## src/include/latsc_consts.svh

```systemverilog
// ----------------------------
// Widths, sizes and delay bounds for the latency scoreboard
// Include wherever a macro below is needed
// ----------------------------
`ifndef LATSC_CONSTS_SVH
`define LATSC_CONSTS_SVH

// Request fields
`define LATSC_ADDR_W 16
`define LATSC_DATA_W 32
`define LATSC_TAG_W 16
`define LATSC_OP_W 3
// Tag + opcode + address + data
`define LATSC_ENTRY_W (`LATSC_TAG_W + `LATSC_OP_W + `LATSC_ADDR_W + `LATSC_DATA_W)

// Latency array and FIFO sizing
`define LATSC_NUM_SLOTS 8
`define LATSC_FIFO_DEPTH_LOG2 3
`define LATSC_FIFO_ALMFULL 2
`define LATSC_LFSR_SEED 16'hACE1

// Inclusive delay bounds in cycles
`define LATSC_RDLINE_MIN 8'd4
`define LATSC_RDLINE_MAX 8'd20
`define LATSC_WRLINE_MIN 8'd6
`define LATSC_WRLINE_MAX 8'd24
`define LATSC_WRTHRU_MIN 8'd2
`define LATSC_WRTHRU_MAX 8'd10
`define LATSC_INTR_MIN 8'd1
`define LATSC_INTR_MAX 8'd4
`define LATSC_LAT_UNDEF 8'd30

`endif

```

## src/hw/latsc_pkg.sv

```systemverilog
// ----------------------------
// Shared types for the latency scoreboard
// Import inside module bodies
// ----------------------------
`default_nettype none

`include "latsc_consts.svh"

package latsc_pkg;

   // Request channel opcodes
   // Codes 5 to 7 are undefined and get the fixed latency
   typedef enum logic [`LATSC_OP_W-1:0] {
      OP_RDLINE  = 3'd0,
      OP_WRLINE  = 3'd1,
      OP_WRTHRU  = 3'd2,
      OP_WRFENCE = 3'd3,
      OP_INTR    = 3'd4
   } latsc_op_e;

   // Each slot cycles through free -> count -> done -> pop -> free
   typedef enum logic [1:0] {
      SLOT_FREE  = 2'd0,
      SLOT_COUNT = 2'd1,
      SLOT_DONE  = 2'd2,
      SLOT_POP   = 2'd3
   } latsc_slot_state_e;

endpackage

`default_nettype wire

```

## src/hw/latsc_delay_slots.sv

```systemverilog
// ----------------------------
// Latency slot array with per-slot countdown
// Requests leave in order of expiry
// ----------------------------
`timescale 1ns/1ps
`default_nettype none

`include "latsc_consts.svh"

module latsc_delay_slots (
   input  wire logic                     clk,
   input  wire logic                     rst,
   // Push side
   input  wire logic                     in_valid_i,
   output logic                          in_ready_o,
   input  wire logic [`LATSC_TAG_W-1:0]  in_tag_i,
   input  wire latsc_pkg::latsc_op_e     in_op_i,
   input  wire logic [`LATSC_ADDR_W-1:0] in_addr_i,
   input  wire logic [`LATSC_DATA_W-1:0] in_data_i,
   // Pop side with a registered output
   output logic                          out_valid_o,
   input  wire logic                     out_ready_i,
   output logic [`LATSC_ENTRY_W-1:0]     out_data_o,
   // All slots free
   output logic                          idle_o
);

   import latsc_pkg::*;

   localparam int SLOT_IW = $clog2(`LATSC_NUM_SLOTS);

   // Slot storage
   logic [`LATSC_ENTRY_W-1:0] slot_entry [`LATSC_NUM_SLOTS];
   logic [7:0]                slot_cnt   [`LATSC_NUM_SLOTS];
   latsc_slot_state_e         slot_state [`LATSC_NUM_SLOTS];

   logic [15:0]        lfsr;
   logic               lfsr_fb;
   logic [7:0]         lat_min;
   logic [7:0]         lat_span;
   logic [15:0]        lat_off;
   logic [7:0]         push_delay;

   logic               push_hit;
   logic [SLOT_IW-1:0] push_idx;
   logic               push_go;
   logic               pop_hit;
   logic [SLOT_IW-1:0] pop_idx;
   logic               pop_go;
   logic [SLOT_IW-1:0] rr_ptr;
   logic               out_done;

   // x^16 + x^14 + x^13 + x^11 + 1
   assign lfsr_fb = lfsr[15] ^ lfsr[13] ^ lfsr[12] ^ lfsr[10];

   // Delay range per opcode
   always_comb begin
      case (in_op_i)
         OP_RDLINE: begin
            lat_min  = `LATSC_RDLINE_MIN;
            lat_span = `LATSC_RDLINE_MAX - `LATSC_RDLINE_MIN + 8'd1;
         end
         OP_WRLINE: begin
            lat_min  = `LATSC_WRLINE_MIN;
            lat_span = `LATSC_WRLINE_MAX - `LATSC_WRLINE_MIN + 8'd1;
         end
         OP_WRTHRU: begin
            lat_min  = `LATSC_WRTHRU_MIN;
            lat_span = `LATSC_WRTHRU_MAX - `LATSC_WRTHRU_MIN + 8'd1;
         end
         OP_INTR: begin
            lat_min  = `LATSC_INTR_MIN;
            lat_span = `LATSC_INTR_MAX - `LATSC_INTR_MIN + 8'd1;
         end
         // A span of one gives undefined codes a fixed delay
         default: begin
            lat_min  = `LATSC_LAT_UNDEF;
            lat_span = 8'd1;
         end
      endcase
   end

   assign lat_off    = lfsr % {8'd0, lat_span};
   assign push_delay = lat_min + lat_off[7:0];

   // Lowest free slot wins
   always_comb begin
      push_hit = 1'b0;
      push_idx = '0;
      for (int i = `LATSC_NUM_SLOTS - 1; i >= 0; i--) begin
         if (slot_state[i] == SLOT_FREE) begin
            push_hit = 1'b1;
            push_idx = SLOT_IW'(i);
         end
      end
   end

   // Round robin picks the first done slot after the last popped one
   always_comb begin
      logic [SLOT_IW-1:0] cand;
      pop_hit = 1'b0;
      pop_idx = '0;
      for (int k = `LATSC_NUM_SLOTS; k >= 1; k--) begin
         cand = rr_ptr + SLOT_IW'(k);
         if (slot_state[cand] == SLOT_DONE) begin
            pop_hit = 1'b1;
            pop_idx = cand;
         end
      end
   end

   assign in_ready_o = push_hit;
   assign push_go    = in_valid_i && push_hit;
   assign out_done   = out_valid_o && out_ready_i;
   // Output register free or draining this cycle
   assign pop_go     = pop_hit && (!out_valid_o || out_ready_i);

   always_ff @(posedge clk) begin
      if (rst) begin
         lfsr        <= `LATSC_LFSR_SEED;
         rr_ptr      <= SLOT_IW'(`LATSC_NUM_SLOTS - 1);
         out_valid_o <= 1'b0;
         for (int i = 0; i < `LATSC_NUM_SLOTS; i++) begin
            slot_state[i] <= SLOT_FREE;
            slot_cnt[i]   <= '0;
         end
      end else begin
         lfsr <= {lfsr[14:0], lfsr_fb};
         for (int i = 0; i < `LATSC_NUM_SLOTS; i++) begin
            case (slot_state[i])
               SLOT_FREE: begin
                  if (push_go && (push_idx == SLOT_IW'(i))) begin
                     slot_cnt[i]   <= push_delay;
                     slot_state[i] <= SLOT_COUNT;
                  end
               end
               // Zero seen one cycle after the last decrement
               SLOT_COUNT: begin
                  if (slot_cnt[i] == 8'd0) begin
                     slot_state[i] <= SLOT_DONE;
                  end else begin
                     slot_cnt[i] <= slot_cnt[i] - 8'd1;
                  end
               end
               SLOT_DONE: begin
                  if (pop_go && (pop_idx == SLOT_IW'(i))) begin
                     slot_state[i] <= SLOT_POP;
                  end
               end
               // Only the slot held in the output register sits here
               SLOT_POP: begin
                  if (out_done) begin
                     slot_state[i] <= SLOT_FREE;
                  end
               end
               default: slot_state[i] <= SLOT_FREE;
            endcase
         end
         if (pop_go) begin
            out_valid_o <= 1'b1;
            rr_ptr      <= pop_idx;
         end else if (out_done) begin
            out_valid_o <= 1'b0;
         end
      end
   end

   // Payload path
   always_ff @(posedge clk) begin
      if (push_go) begin
         slot_entry[push_idx] <= {in_tag_i, in_op_i, in_addr_i, in_data_i};
      end
      if (pop_go) begin
         out_data_o <= slot_entry[pop_idx];
      end
   end

   always_comb begin
      idle_o = 1'b1;
      for (int i = 0; i < `LATSC_NUM_SLOTS; i++) begin
         if (slot_state[i] != SLOT_FREE) begin
            idle_o = 1'b0;
         end
      end
   end

endmodule

`default_nettype wire

```

## src/hw/latsc_fence_gate.sv

```systemverilog
// ----------------------------
// Tags requests and filters write fences
// Sits between the input FIFO and the slot array
// ----------------------------
`timescale 1ns/1ps
`default_nettype none

`include "latsc_consts.svh"

module latsc_fence_gate (
   input  wire logic                      clk,
   input  wire logic                      rst,
   // External request side
   input  wire logic                      req_valid_i,
   input  wire logic [`LATSC_OP_W-1:0]    req_op_i,
   input  wire logic [`LATSC_ADDR_W-1:0]  req_addr_i,
   input  wire logic [`LATSC_DATA_W-1:0]  req_data_i,
   input  wire logic                      in_almfull_i,
   output logic                           in_ready_o,
   output logic                           in_wr_valid_o,
   output logic [`LATSC_ENTRY_W-1:0]      in_tagged_o,
   // Input FIFO head
   input  wire logic                      head_valid_i,
   input  wire logic [`LATSC_ENTRY_W-1:0] head_data_i,
   output logic                           head_ready_o,
   // Toward the slot array
   output logic                           slot_valid_o,
   output logic [`LATSC_TAG_W-1:0]        slot_tag_o,
   output latsc_pkg::latsc_op_e           slot_op_o,
   output logic [`LATSC_ADDR_W-1:0]       slot_addr_o,
   output logic [`LATSC_DATA_W-1:0]       slot_data_o,
   input  wire logic                      slot_ready_i,
   // Drain status for fences
   input  wire logic                      slots_idle_i,
   input  wire logic                      out_fifo_empty_i,
   input  wire logic                      out_push_i
);

   import latsc_pkg::*;

   logic [`LATSC_TAG_W-1:0] tag_q;
   logic                    head_is_fence;
   logic                    drained;

   // Accept while the input FIFO has headroom
   assign in_ready_o    = ~in_almfull_i;
   assign in_wr_valid_o = req_valid_i && in_ready_o;
   assign in_tagged_o   = {tag_q, req_op_i, req_addr_i, req_data_i};

   // Tag counter counts fences too and wraps freely
   always_ff @(posedge clk) begin
      if (rst) begin
         tag_q <= '0;
      end else if (in_wr_valid_o) begin
         tag_q <= tag_q + 1'b1;
      end
   end

   // Split head into fields
   assign {slot_tag_o, slot_addr_o, slot_data_o} = {
      head_data_i[`LATSC_ENTRY_W-1 -: `LATSC_TAG_W],
      head_data_i[`LATSC_ADDR_W+`LATSC_DATA_W-1 -: `LATSC_ADDR_W],
      head_data_i[`LATSC_DATA_W-1:0]};
   assign slot_op_o = latsc_op_e'(head_data_i[`LATSC_ADDR_W+`LATSC_DATA_W +: `LATSC_OP_W]);

   assign head_is_fence = head_valid_i && (slot_op_o == OP_WRFENCE);
   // Nothing left downstream and nothing moving into the output FIFO
   assign drained = slots_idle_i && out_fifo_empty_i && !out_push_i;

   // Fences never go to the slots
   assign slot_valid_o = head_valid_i && !head_is_fence;
   assign head_ready_o = head_is_fence ? drained : slot_ready_i;

endmodule

`default_nettype wire

```

## src/hw/latsc_sync_fifo.sv

```systemverilog
// ----------------------------
// Synchronous FIFO with valid/ready on both sides
// Used for the input and output stages
// ----------------------------
`timescale 1ns/1ps
`default_nettype none

`include "latsc_consts.svh"

module latsc_sync_fifo #(
   parameter int WIDTH      = `LATSC_ENTRY_W,
   parameter int DEPTH_LOG2 = `LATSC_FIFO_DEPTH_LOG2
) (
   input  wire logic             clk,
   input  wire logic             rst,
   // Write side
   input  wire logic             wr_valid_i,
   output logic                  wr_ready_o,
   input  wire logic [WIDTH-1:0] wr_data_i,
   // Read side
   output logic                  rd_valid_o,
   input  wire logic             rd_ready_i,
   output logic [WIDTH-1:0]      rd_data_o,
   // Status
   output logic                  almfull_o,
   output logic                  empty_o
);

   localparam int DEPTH = 1 << DEPTH_LOG2;

   // Storage array
   logic [WIDTH-1:0]      mem [DEPTH];

   logic [DEPTH_LOG2-1:0] wr_ptr;
   logic [DEPTH_LOG2-1:0] rd_ptr;
   // One extra bit so a full FIFO is distinct from empty
   logic [DEPTH_LOG2:0]   count;
   logic [DEPTH_LOG2:0]   free_cnt;
   logic                  do_wr;
   logic                  do_rd;

   assign do_wr = wr_valid_i && wr_ready_o;
   assign do_rd = rd_valid_o && rd_ready_i;

   // Status from registered count only
   assign free_cnt   = (DEPTH_LOG2+1)'(DEPTH) - count;
   assign wr_ready_o = (count != (DEPTH_LOG2+1)'(DEPTH));
   assign rd_valid_o = (count != '0);
   assign empty_o    = (count == '0);
   assign almfull_o  = (free_cnt < (DEPTH_LOG2+1)'(`LATSC_FIFO_ALMFULL));

   // Head is read straight from the array
   assign rd_data_o = mem[rd_ptr];

   // Pointers and occupancy
   always_ff @(posedge clk) begin
      if (rst) begin
         wr_ptr <= '0;
         rd_ptr <= '0;
         count  <= '0;
      end else begin
         if (do_wr) begin
            wr_ptr <= wr_ptr + 1'b1;
         end
         if (do_rd) begin
            rd_ptr <= rd_ptr + 1'b1;
         end
         // Simultaneous read and write leaves count alone
         case ({do_wr, do_rd})
            2'b10:   count <= count + 1'b1;
            2'b01:   count <= count - 1'b1;
            default: count <= count;
         endcase
      end
   end

   // Array write
   always_ff @(posedge clk) begin
      if (do_wr) begin
         mem[wr_ptr] <= wr_data_i;
      end
   end

endmodule

`default_nettype wire

```

## src/hw/latsc_top.sv

```systemverilog
// ----------------------------
// Latency scoreboard top level
// Input FIFO, fence gate, slots, output FIFO
// ----------------------------
`timescale 1ns/1ps
`default_nettype none

`include "latsc_consts.svh"

module latsc_top (
   input  wire logic                     clk,
   input  wire logic                     rst,
   // Request channel
   input  wire logic                     req_valid_i,
   output logic                          req_ready_o,
   input  wire logic [`LATSC_OP_W-1:0]   req_op_i,
   input  wire logic [`LATSC_ADDR_W-1:0] req_addr_i,
   input  wire logic [`LATSC_DATA_W-1:0] req_data_i,
   output logic                          full_o,
   // Response channel
   output logic                          rsp_valid_o,
   input  wire logic                     rsp_ready_i,
   output logic [`LATSC_TAG_W-1:0]       rsp_tag_o,
   output logic [`LATSC_OP_W-1:0]        rsp_op_o,
   output logic [`LATSC_ADDR_W-1:0]      rsp_addr_o,
   output logic [`LATSC_DATA_W-1:0]      rsp_data_o
);

   import latsc_pkg::*;

   // Input stage
   logic                      in_almfull;
   logic                      in_wr_valid;
   logic [`LATSC_ENTRY_W-1:0] in_tagged;
   logic                      head_valid;
   logic                      head_ready;
   logic [`LATSC_ENTRY_W-1:0] head_data;
   // Gate to slots
   logic                      slot_valid;
   logic                      slot_ready;
   logic [`LATSC_TAG_W-1:0]   slot_tag;
   latsc_op_e                 slot_op;
   logic [`LATSC_ADDR_W-1:0]  slot_addr;
   logic [`LATSC_DATA_W-1:0]  slot_data;
   logic                      slots_idle;
   // Slots to output stage
   logic                      out_valid;
   logic                      out_ready;
   logic [`LATSC_ENTRY_W-1:0] out_data;
   logic                      out_almfull;
   logic                      out_empty;
   logic                      out_push;
   logic [`LATSC_ENTRY_W-1:0] rsp_entry;

   assign full_o    = in_almfull;
   assign out_ready = ~out_almfull;
   assign out_push  = out_valid && out_ready;

   latsc_sync_fifo #(.WIDTH(`LATSC_ENTRY_W), .DEPTH_LOG2(`LATSC_FIFO_DEPTH_LOG2)) u_in_fifo (
      .clk(clk), .rst(rst),
      .wr_valid_i(in_wr_valid), .wr_ready_o(), .wr_data_i(in_tagged),
      .rd_valid_o(head_valid), .rd_ready_i(head_ready), .rd_data_o(head_data),
      .almfull_o(in_almfull), .empty_o()
   );

   latsc_fence_gate u_fence_gate (
      .clk(clk), .rst(rst),
      .req_valid_i(req_valid_i), .req_op_i(req_op_i),
      .req_addr_i(req_addr_i), .req_data_i(req_data_i),
      .in_almfull_i(in_almfull), .in_ready_o(req_ready_o),
      .in_wr_valid_o(in_wr_valid), .in_tagged_o(in_tagged),
      .head_valid_i(head_valid), .head_data_i(head_data), .head_ready_o(head_ready),
      .slot_valid_o(slot_valid), .slot_tag_o(slot_tag), .slot_op_o(slot_op),
      .slot_addr_o(slot_addr), .slot_data_o(slot_data), .slot_ready_i(slot_ready),
      .slots_idle_i(slots_idle), .out_fifo_empty_i(out_empty), .out_push_i(out_push)
   );

   latsc_delay_slots u_delay_slots (
      .clk(clk), .rst(rst),
      .in_valid_i(slot_valid), .in_ready_o(slot_ready), .in_tag_i(slot_tag),
      .in_op_i(slot_op), .in_addr_i(slot_addr), .in_data_i(slot_data),
      .out_valid_o(out_valid), .out_ready_i(out_ready), .out_data_o(out_data),
      .idle_o(slots_idle)
   );

   // Written only on the slot array handshake
   latsc_sync_fifo #(.WIDTH(`LATSC_ENTRY_W), .DEPTH_LOG2(`LATSC_FIFO_DEPTH_LOG2)) u_out_fifo (
      .clk(clk), .rst(rst),
      .wr_valid_i(out_push), .wr_ready_o(), .wr_data_i(out_data),
      .rd_valid_o(rsp_valid_o), .rd_ready_i(rsp_ready_i), .rd_data_o(rsp_entry),
      .almfull_o(out_almfull), .empty_o(out_empty)
   );

   // Response fields keep the tagged entry packing
   assign {rsp_tag_o, rsp_op_o, rsp_addr_o, rsp_data_o} = rsp_entry;

endmodule

`default_nettype wire

```

## config.mk

```make
export PLATFORM = sky130hd
export DESIGN_NAME = latsc_top
export DESIGN_NICKNAME = d
export VERILOG_FILES = /design/src/hw/latsc_pkg.sv /design/src/hw/latsc_delay_slots.sv /design/src/hw/latsc_fence_gate.sv /design/src/hw/latsc_sync_fifo.sv /design/src/hw/latsc_top.sv
export VERILOG_INCLUDE_DIRS = /design/src /design/src/include
export SDC_FILE = /design/constraint.sdc
export NUM_CORES = 2
export LEC_CHECK = 0
export BUFFER_PORTS_ARGS = -buffer_cell sky130_fd_sc_hd__buf_4
export CAP_MARGIN = 25
export CORE_AREA = 2 2 352 354
export CTS_CLUSTER_DIAMETER = 120
export DETAILED_ROUTE_END_ITERATION = 10
export DIE_AREA = 0 0 354 356
export PLACE_DENSITY_LB_ADDON = 0.15
export SLEW_MARGIN = 15
export SYNTH_ARGS = -nofsm -noshare
export SYNTH_HDL_FRONTEND = slang
export SYNTH_SLANG_ARGS = --single-unit
export TNS_END_PERCENT = 100
```

## constraint.sdc

```tcl
create_clock -name clk -period 36.5 [get_ports clk]
set_input_delay 7.3 -clock clk [delete_from_list [all_inputs] [get_ports clk]]
set_output_delay 7.3 -clock clk [all_outputs]
set_load 0.01 [all_outputs]
```

* After elaboration in Yosys (flattened, before gate mapping)
Memory sizes are Yosys's and may differ from the RTL's. A register that Yosys moved wholly into a read port is not among the register bits.
Cells that the tools add are included.
** Storage, ports and cells
- RAM bits :: 1688
- Output and inout bits :: 70
- Memories :: 5
- Flip-flop bits (word level) :: 56
- Input bits :: 55
- ROM bits :: 0
- Word-level logic and storage cells :: 481
- Latch bits :: 0
** Memory list
- u_delay_slots.slot_entry :: words 8, bits a word 67, rd ports 1, clocked after memory_dff 1, write ports 1, RTL line latsc_delay_slots.sv:33 : logic [`LATSC_ENTRY_W-1:0] slot_entry [`LATSC_NUM_SLOTS];
- u_in_fifo.mem :: words 8, bits a word 67, rd ports 1, clocked after memory_dff 1, write ports 1, RTL line latsc_sync_fifo.sv:32 : logic [WIDTH-1:0] mem [DEPTH];
- u_out_fifo.mem :: words 8, bits a word 67, rd ports 1, clocked after memory_dff 1, write ports 1, RTL line latsc_sync_fifo.sv:32
- u_delay_slots.slot_cnt :: words 8, bits a word 8, rd ports 8, clocked after memory_dff 0, write ports 8, RTL line latsc_delay_slots.sv:34 : logic [7:0] slot_cnt [`LATSC_NUM_SLOTS];
- u_delay_slots.slot_state :: words 8, bits a word 2, rd ports 16, clocked after memory_dff 1, write ports 8, RTL line latsc_delay_slots.sv:35 : latsc_slot_state_e slot_state [`LATSC_NUM_SLOTS];
** Cells by class
- $mul :: 0
- Div/mod/pow operators :: 1
- Shift operators :: 0
- Mux-type cells :: 262
- $lt $le $gt $ge :: 2
- Equality and inequality tests :: 56
- Bitwise logic cells :: 53
- Reductions and logical operators :: 65
- $add $sub $neg :: 27
** Operators with widths (count)
- 1-bit 2-to-1 mux :: 188
- 8-bit 2-to-1 mux :: 16
- 3-bit 2-to-1 mux :: 22
- 8-bit logical NOT :: 8
- 2-bit 2-to-1 mux :: 32
- 8-bit by 1-bit subtractor with 8-bit output, second input constant :: 8
- 2-bit equality test, second input constant :: 26
- 1-bit OR :: 48
- 5-bit one-hot mux with 4 select lines :: 2
- 1-bit logical AND :: 28
- 3-bit equality test, second input constant :: 9
- 2-bit nonzero test :: 11
- 2-bit by 1-bit equality test with 1-bit output, second input constant :: 10
- 3-bit by 2-bit equality test with 1-bit output, second input constant :: 6
- 16-bit by 1-bit adder with 16-bit output, second input constant :: 1
- 2-bit logical NOT :: 8
- 16-bit by 8-bit modulo with 16-bit output :: 1
- 4-bit one-hot mux with 2 select lines :: 2
- 3-bit by 1-bit adder with 3-bit output, second input constant :: 5
- 3-bit adder, second input constant :: 4
- 3-bit by 1-bit equality test with 1-bit output, second input constant :: 3
- 3-bit logical NOT :: 3
- 4-bit by 1-bit adder with 4-bit output, second input constant :: 2
- 5-bit by 8-bit adder with 8-bit output :: 1
- other kinds (11) :: 22

* Logic depth before layout (Yosys ltp)
An unclocked memory read counts as a cell.
- Word-level depth :: 20
- Depth in mapped cells :: 171
- Depth with buffers taken out :: 164

* Modules after synthesis
A second synthesis with hierarchy kept.
** Second synthesis, totals
- Cell total of the unflattened synthesis :: 4109
- Area total of the unflattened synthesis :: 77154.0 um2
** Modules (own cells, without submodules)
- latsc_delay_slots :: cells an instance 2176, times used 1, sequential area each 20970.1 um2, area each 33159.3 um2
- latsc_sync_fifo (u_out_fifo) :: cells an instance 861, times used 1, sequential area each 16355.7 um2, area each 21139.0 um2
- latsc_sync_fifo (u_in_fifo) :: cells an instance 859, times used 1, sequential area each 16355.7 um2, area each 21135.3 um2
- latsc_fence_gate :: cells an instance 211, times used 1, sequential area each 320.3 um2, area each 1710.4 um2
- latsc_top :: cells an instance 2, times used 1, sequential area each 0.0 um2, area each 10.0 um2

* Worst setup path before layout
OpenSTA, ideal clock, no wires.
- Path type :: flip-flop to flip-flop
- From :: register with a tool-made name
- To :: memory u_delay_slots.slot_cnt[1][5] (netlist: u_delay_slots.slot_cnt[0][13]), data pin
- Library setup time :: 275 ps
- Clock period less this slack :: 31320 ps
- Arrival :: 31045 ps
- Cell stages (with the launch flop) :: 160
- Data required time :: 36225 ps
- Setup slack :: 5180 ps
- Buffers on the path :: 6
- Path through :: dfxtp_1 buf_6 mux4_2 mux2i_4 nand2_1 inv_1 nand2_1 inv_1 ha_1 a21oi_1 ha_1 o21ai_0 nand2b_1 a21oi_2 a31oi_1 ha_1 o21a_1 o21ai_0 (+124 left out) nand2b_1 a41o_1 a22oi_1 o311ai_0 a211o_1 or4_4 nor3_4 buf_6 mux2i_1 ha_1 a21o_1 a21oi_1 nor3b_1 nand4_1 o211ai_2 nand2_1 xnor2_1 o22ai_1
** RTL lines (RTL line)
- end: declaration :: latsc_delay_slots.sv:34

==> flow_summary.yaml <==
final_layout:
  final_cell_mix: "edfxtp_1, mux4_2, nor2_1, mux2_2, buf_4"
  fill_cells: 7634
  final_common_cell: "edfxtp_1"
  fin_nets: 4520
  layout-drive-gt1-share_pct: 26.4
  syn_to_final_growth_pct: 11.6
  seqCellArea_mm2: 0.0540
  finalNonFillerCells: 6141
  final_area_mm2: 0.0851
  multi_input_area_mm2: 0.0216
worst_setup_path:
  crit_slowest_cell: "or4_4"
  crit_top_cell: "o21a_1"
  worstPathArrival_ns: 34.07
  start_kind: "flip-flop"
  worst-setup-path-type: "flip-flop to flip-flop"
  cpPeakStageDelay_ns: 0.58
  end_kind: "flip-flop"
  rrSetupSlack_ns: 2.91
  cp.required_ns: 36.98
  ff2ff_path_depth: 154
  cp_max_fo: 15
  r2r_end: "u_delay_slots.slot_cnt[0][63]"
global_route:
  grt.overflow.total: 0
  grt_usage_pct: 25.4
  grt_pass1_vias: 39200
  antenna_found_initial: 8
  grt_pass1_wl_um: 241000
  grt_max_degree: 107
sta:
  clock_skew_ns: 0.0392
  drv_slew: 0
  period_share_pct: 92.0
  slew_headroom_pct: 30.7
  setup_viol: 0
  layout_min_cycle_time_ns: 33.59
  tightestPinTransition_ns: 1.04
  max_freq_mhz: 29.8
  finalHoldViolCount: 0
  finalSetupTns_ns: 0
  setup_ws_ns: 2.91
place:
  io_buffers: 124
  dp_cells: 5796
  place_ws_ns: 0.685
  dpl.hpwl_um: 93500
  place.gp.congestion: 0.875
  placed_cell_area_mm2: 0.0793
floorplan:
  core_mm2: 0.123
  start_util_pct: 62.2
  row_count: 129
  die-area_mm2: 0.126
  io_pins: 125
  die_w_um: 354
  die_h_um: 356
logic_synthesis:
  yosysSeqAreaShare_pct: 70.8
  synthesis.nets: 4304
  synth.avg_cell_area_um2: 18.4
  async_reset_ff_share_pct: 0
  synthFlopType: "edfxtp_1"
  synth-adder-area-share_pct: 1.90
  ys_types: 111
  yosys.area_share.xor_xnor_pct: 1.40
  synth-compound-area-share_pct: 4.05
  synthCells: 4140
  synth_seq_cells: 1820
  syn_area_mm2: 0.0763
  synthMuxAreaShare_pct: 15.9
  synth_edf_count: 1755
  synth_top_family_by_area: "multiplexers"
  ys_warn_count: 0
  yosys.area_share.simple_pct: 4.71
routing:
  drtAntennaViolNets: 0
  routed_wirelength_um: 159000
  num_vias: 39100
  dr.pass1.iters: 5
  post_drt_wl_per_cell_um: 25.9
  drc: 0
  via_per_inst: 6.37
  drt_iter0_drc: 4163
cts:
  h-tree-depth: 4
  tritoncts: "done"
  numClockSinks: 1820
  clk_pin_slew_ns: 0.06
  insertion_delay_ns: 0.80
  root_buffer: "clkbuf_16"
  ctsHoldBuffers: 0
  cts_buffer_depth: 3
  cts-buffers-inserted: 177
outcome:
  status: "complete, no violations"
worst_hold_path:
  min-delay-start: "u_delay_slots.lfsr[9]"
  whs_endpoint: "u_delay_slots.lfsr[10]"
  hold_path_class: "flip-flop to flip-flop"
  holdPathStages: 2
job:
  maxCapViolations: 0
[worst max-delay path, delay by kind of cell, from the launching register on]
family | cells | cell delay [ns]
buf+inv | 8 | 1.08
compound gates | 77 | 15.56
flops | 1 | 0.41
mux | 6 | 2.03
fa+ha+maj | 17 | 4.99
simple gates | 46 | 9.16
[flip-flops by register name, summed over array words and instances (netlist names), 3 cells and up, named ones only]
signal,cells
u_fence_gate.tag_q,16
u_in_fifo.count,4
u_delay_slots.out_data_o,67
u_in_fifo.wr_ptr,3
u_delay_slots.rr_ptr,3
u_in_fifo.mem,536
u_delay_slots.lfsr,16
u_in_fifo.rd_ptr,3
u_delay_slots.slot_entry,536
u_delay_slots.slot_state,16
u_out_fifo.rd_ptr,3
u_out_fifo.wr_ptr,3
u_delay_slots.slot_cnt,64
u_out_fifo.mem,536
u_out_fifo.count,4
[stage by stage]
stage | util (%) | hold slack [ns]
floorplan | - | 0.437
global placement | 64.6 | 0.464
detailed placement | 64.6 | 0.476
CTS | 69.2 | 0.485
global route | 69.4 | 0.497
finish | 69.4 | 0.483
[logic make-up after synthesis]
family | Yosys count
adders and majority gates | 114
xor gates and xnor gates | 120
and+or+nand+nor | 738
buffers and inverters | 244
DFF | 1820
muxes | 668
AOI/OAI and AO/OA | 436
[worst max path at each step]
stage | start | end | cells after the start
CTS | flip-flop | u_delay_slots.slot_cnt[0][63] | 155
finish | flip-flop | u_delay_slots.slot_cnt[0][63] | 154
floorplan | flip-flop | u_delay_slots.slot_cnt[0][13] | 159
global placement | flip-flop | u_delay_slots.slot_cnt[0][55] | 155
detailed placement | flip-flop | u_delay_slots.slot_cnt[0][55] | 154
global route | flip-flop | u_delay_slots.slot_cnt[0][63] | 159
[Yosys cell counts (all sizes together), types with 38 or more instances]
library cell	number	share of area, %
nand3	53	0.35
nand2	156	0.77
xor2	62	0.72
mux2	220	3.3
o22ai	52	0.43
nor3	76	0.53
a21oi	86	0.59
ha	105	1.7
o21ai	81	0.56
dfxtp	65	1.7
edfxtp	1755	69
mux4	408	12
mux2i	40	0.61
nand2b	38	0.31
o21a	43	0.42
clkbuf	117	0.58
nor2	243	1.2
xnor2	58	0.68
buf	52	0.32
inv	74	0.36
[layer usage]
metal | GRT usage [%] | share of wire (%) | up-vias
met5 | 0 | 0.045 | -
met4 | 5.87 | 1.6 | 10
met3 | 4.03 | 6.5 | 191
met2 | 39.1 | 47 | 1350
met1 | 38.9 | 45 | 20300
li1 | - | - | 17300
[layout make-up]
type | count | area share (%)
flip-flops and latches | 1820 | 63.5
multi-input cells | 2076 | 25.4
clock buffers | 229 | 5.55
well taps | 1637 | 2.41
repair buffers | 206 | 1.89
clock inverters | 95 | 0.947
inverters | 75 | 0.334
diodes | 3 | 0.00882
[what timing repair did]
item / 4_1_cts / 5_1_grt
buffers inserted: 0 / 15
hold endpoints to repair: 0 / 0
gates resized for setup: 0 / 29
setup endpoints to repair: 0 / 64
Power is left out: the tool's default activity adds up to more than one toggle a clock period on the data nets, which glitch-free logic cannot reach.
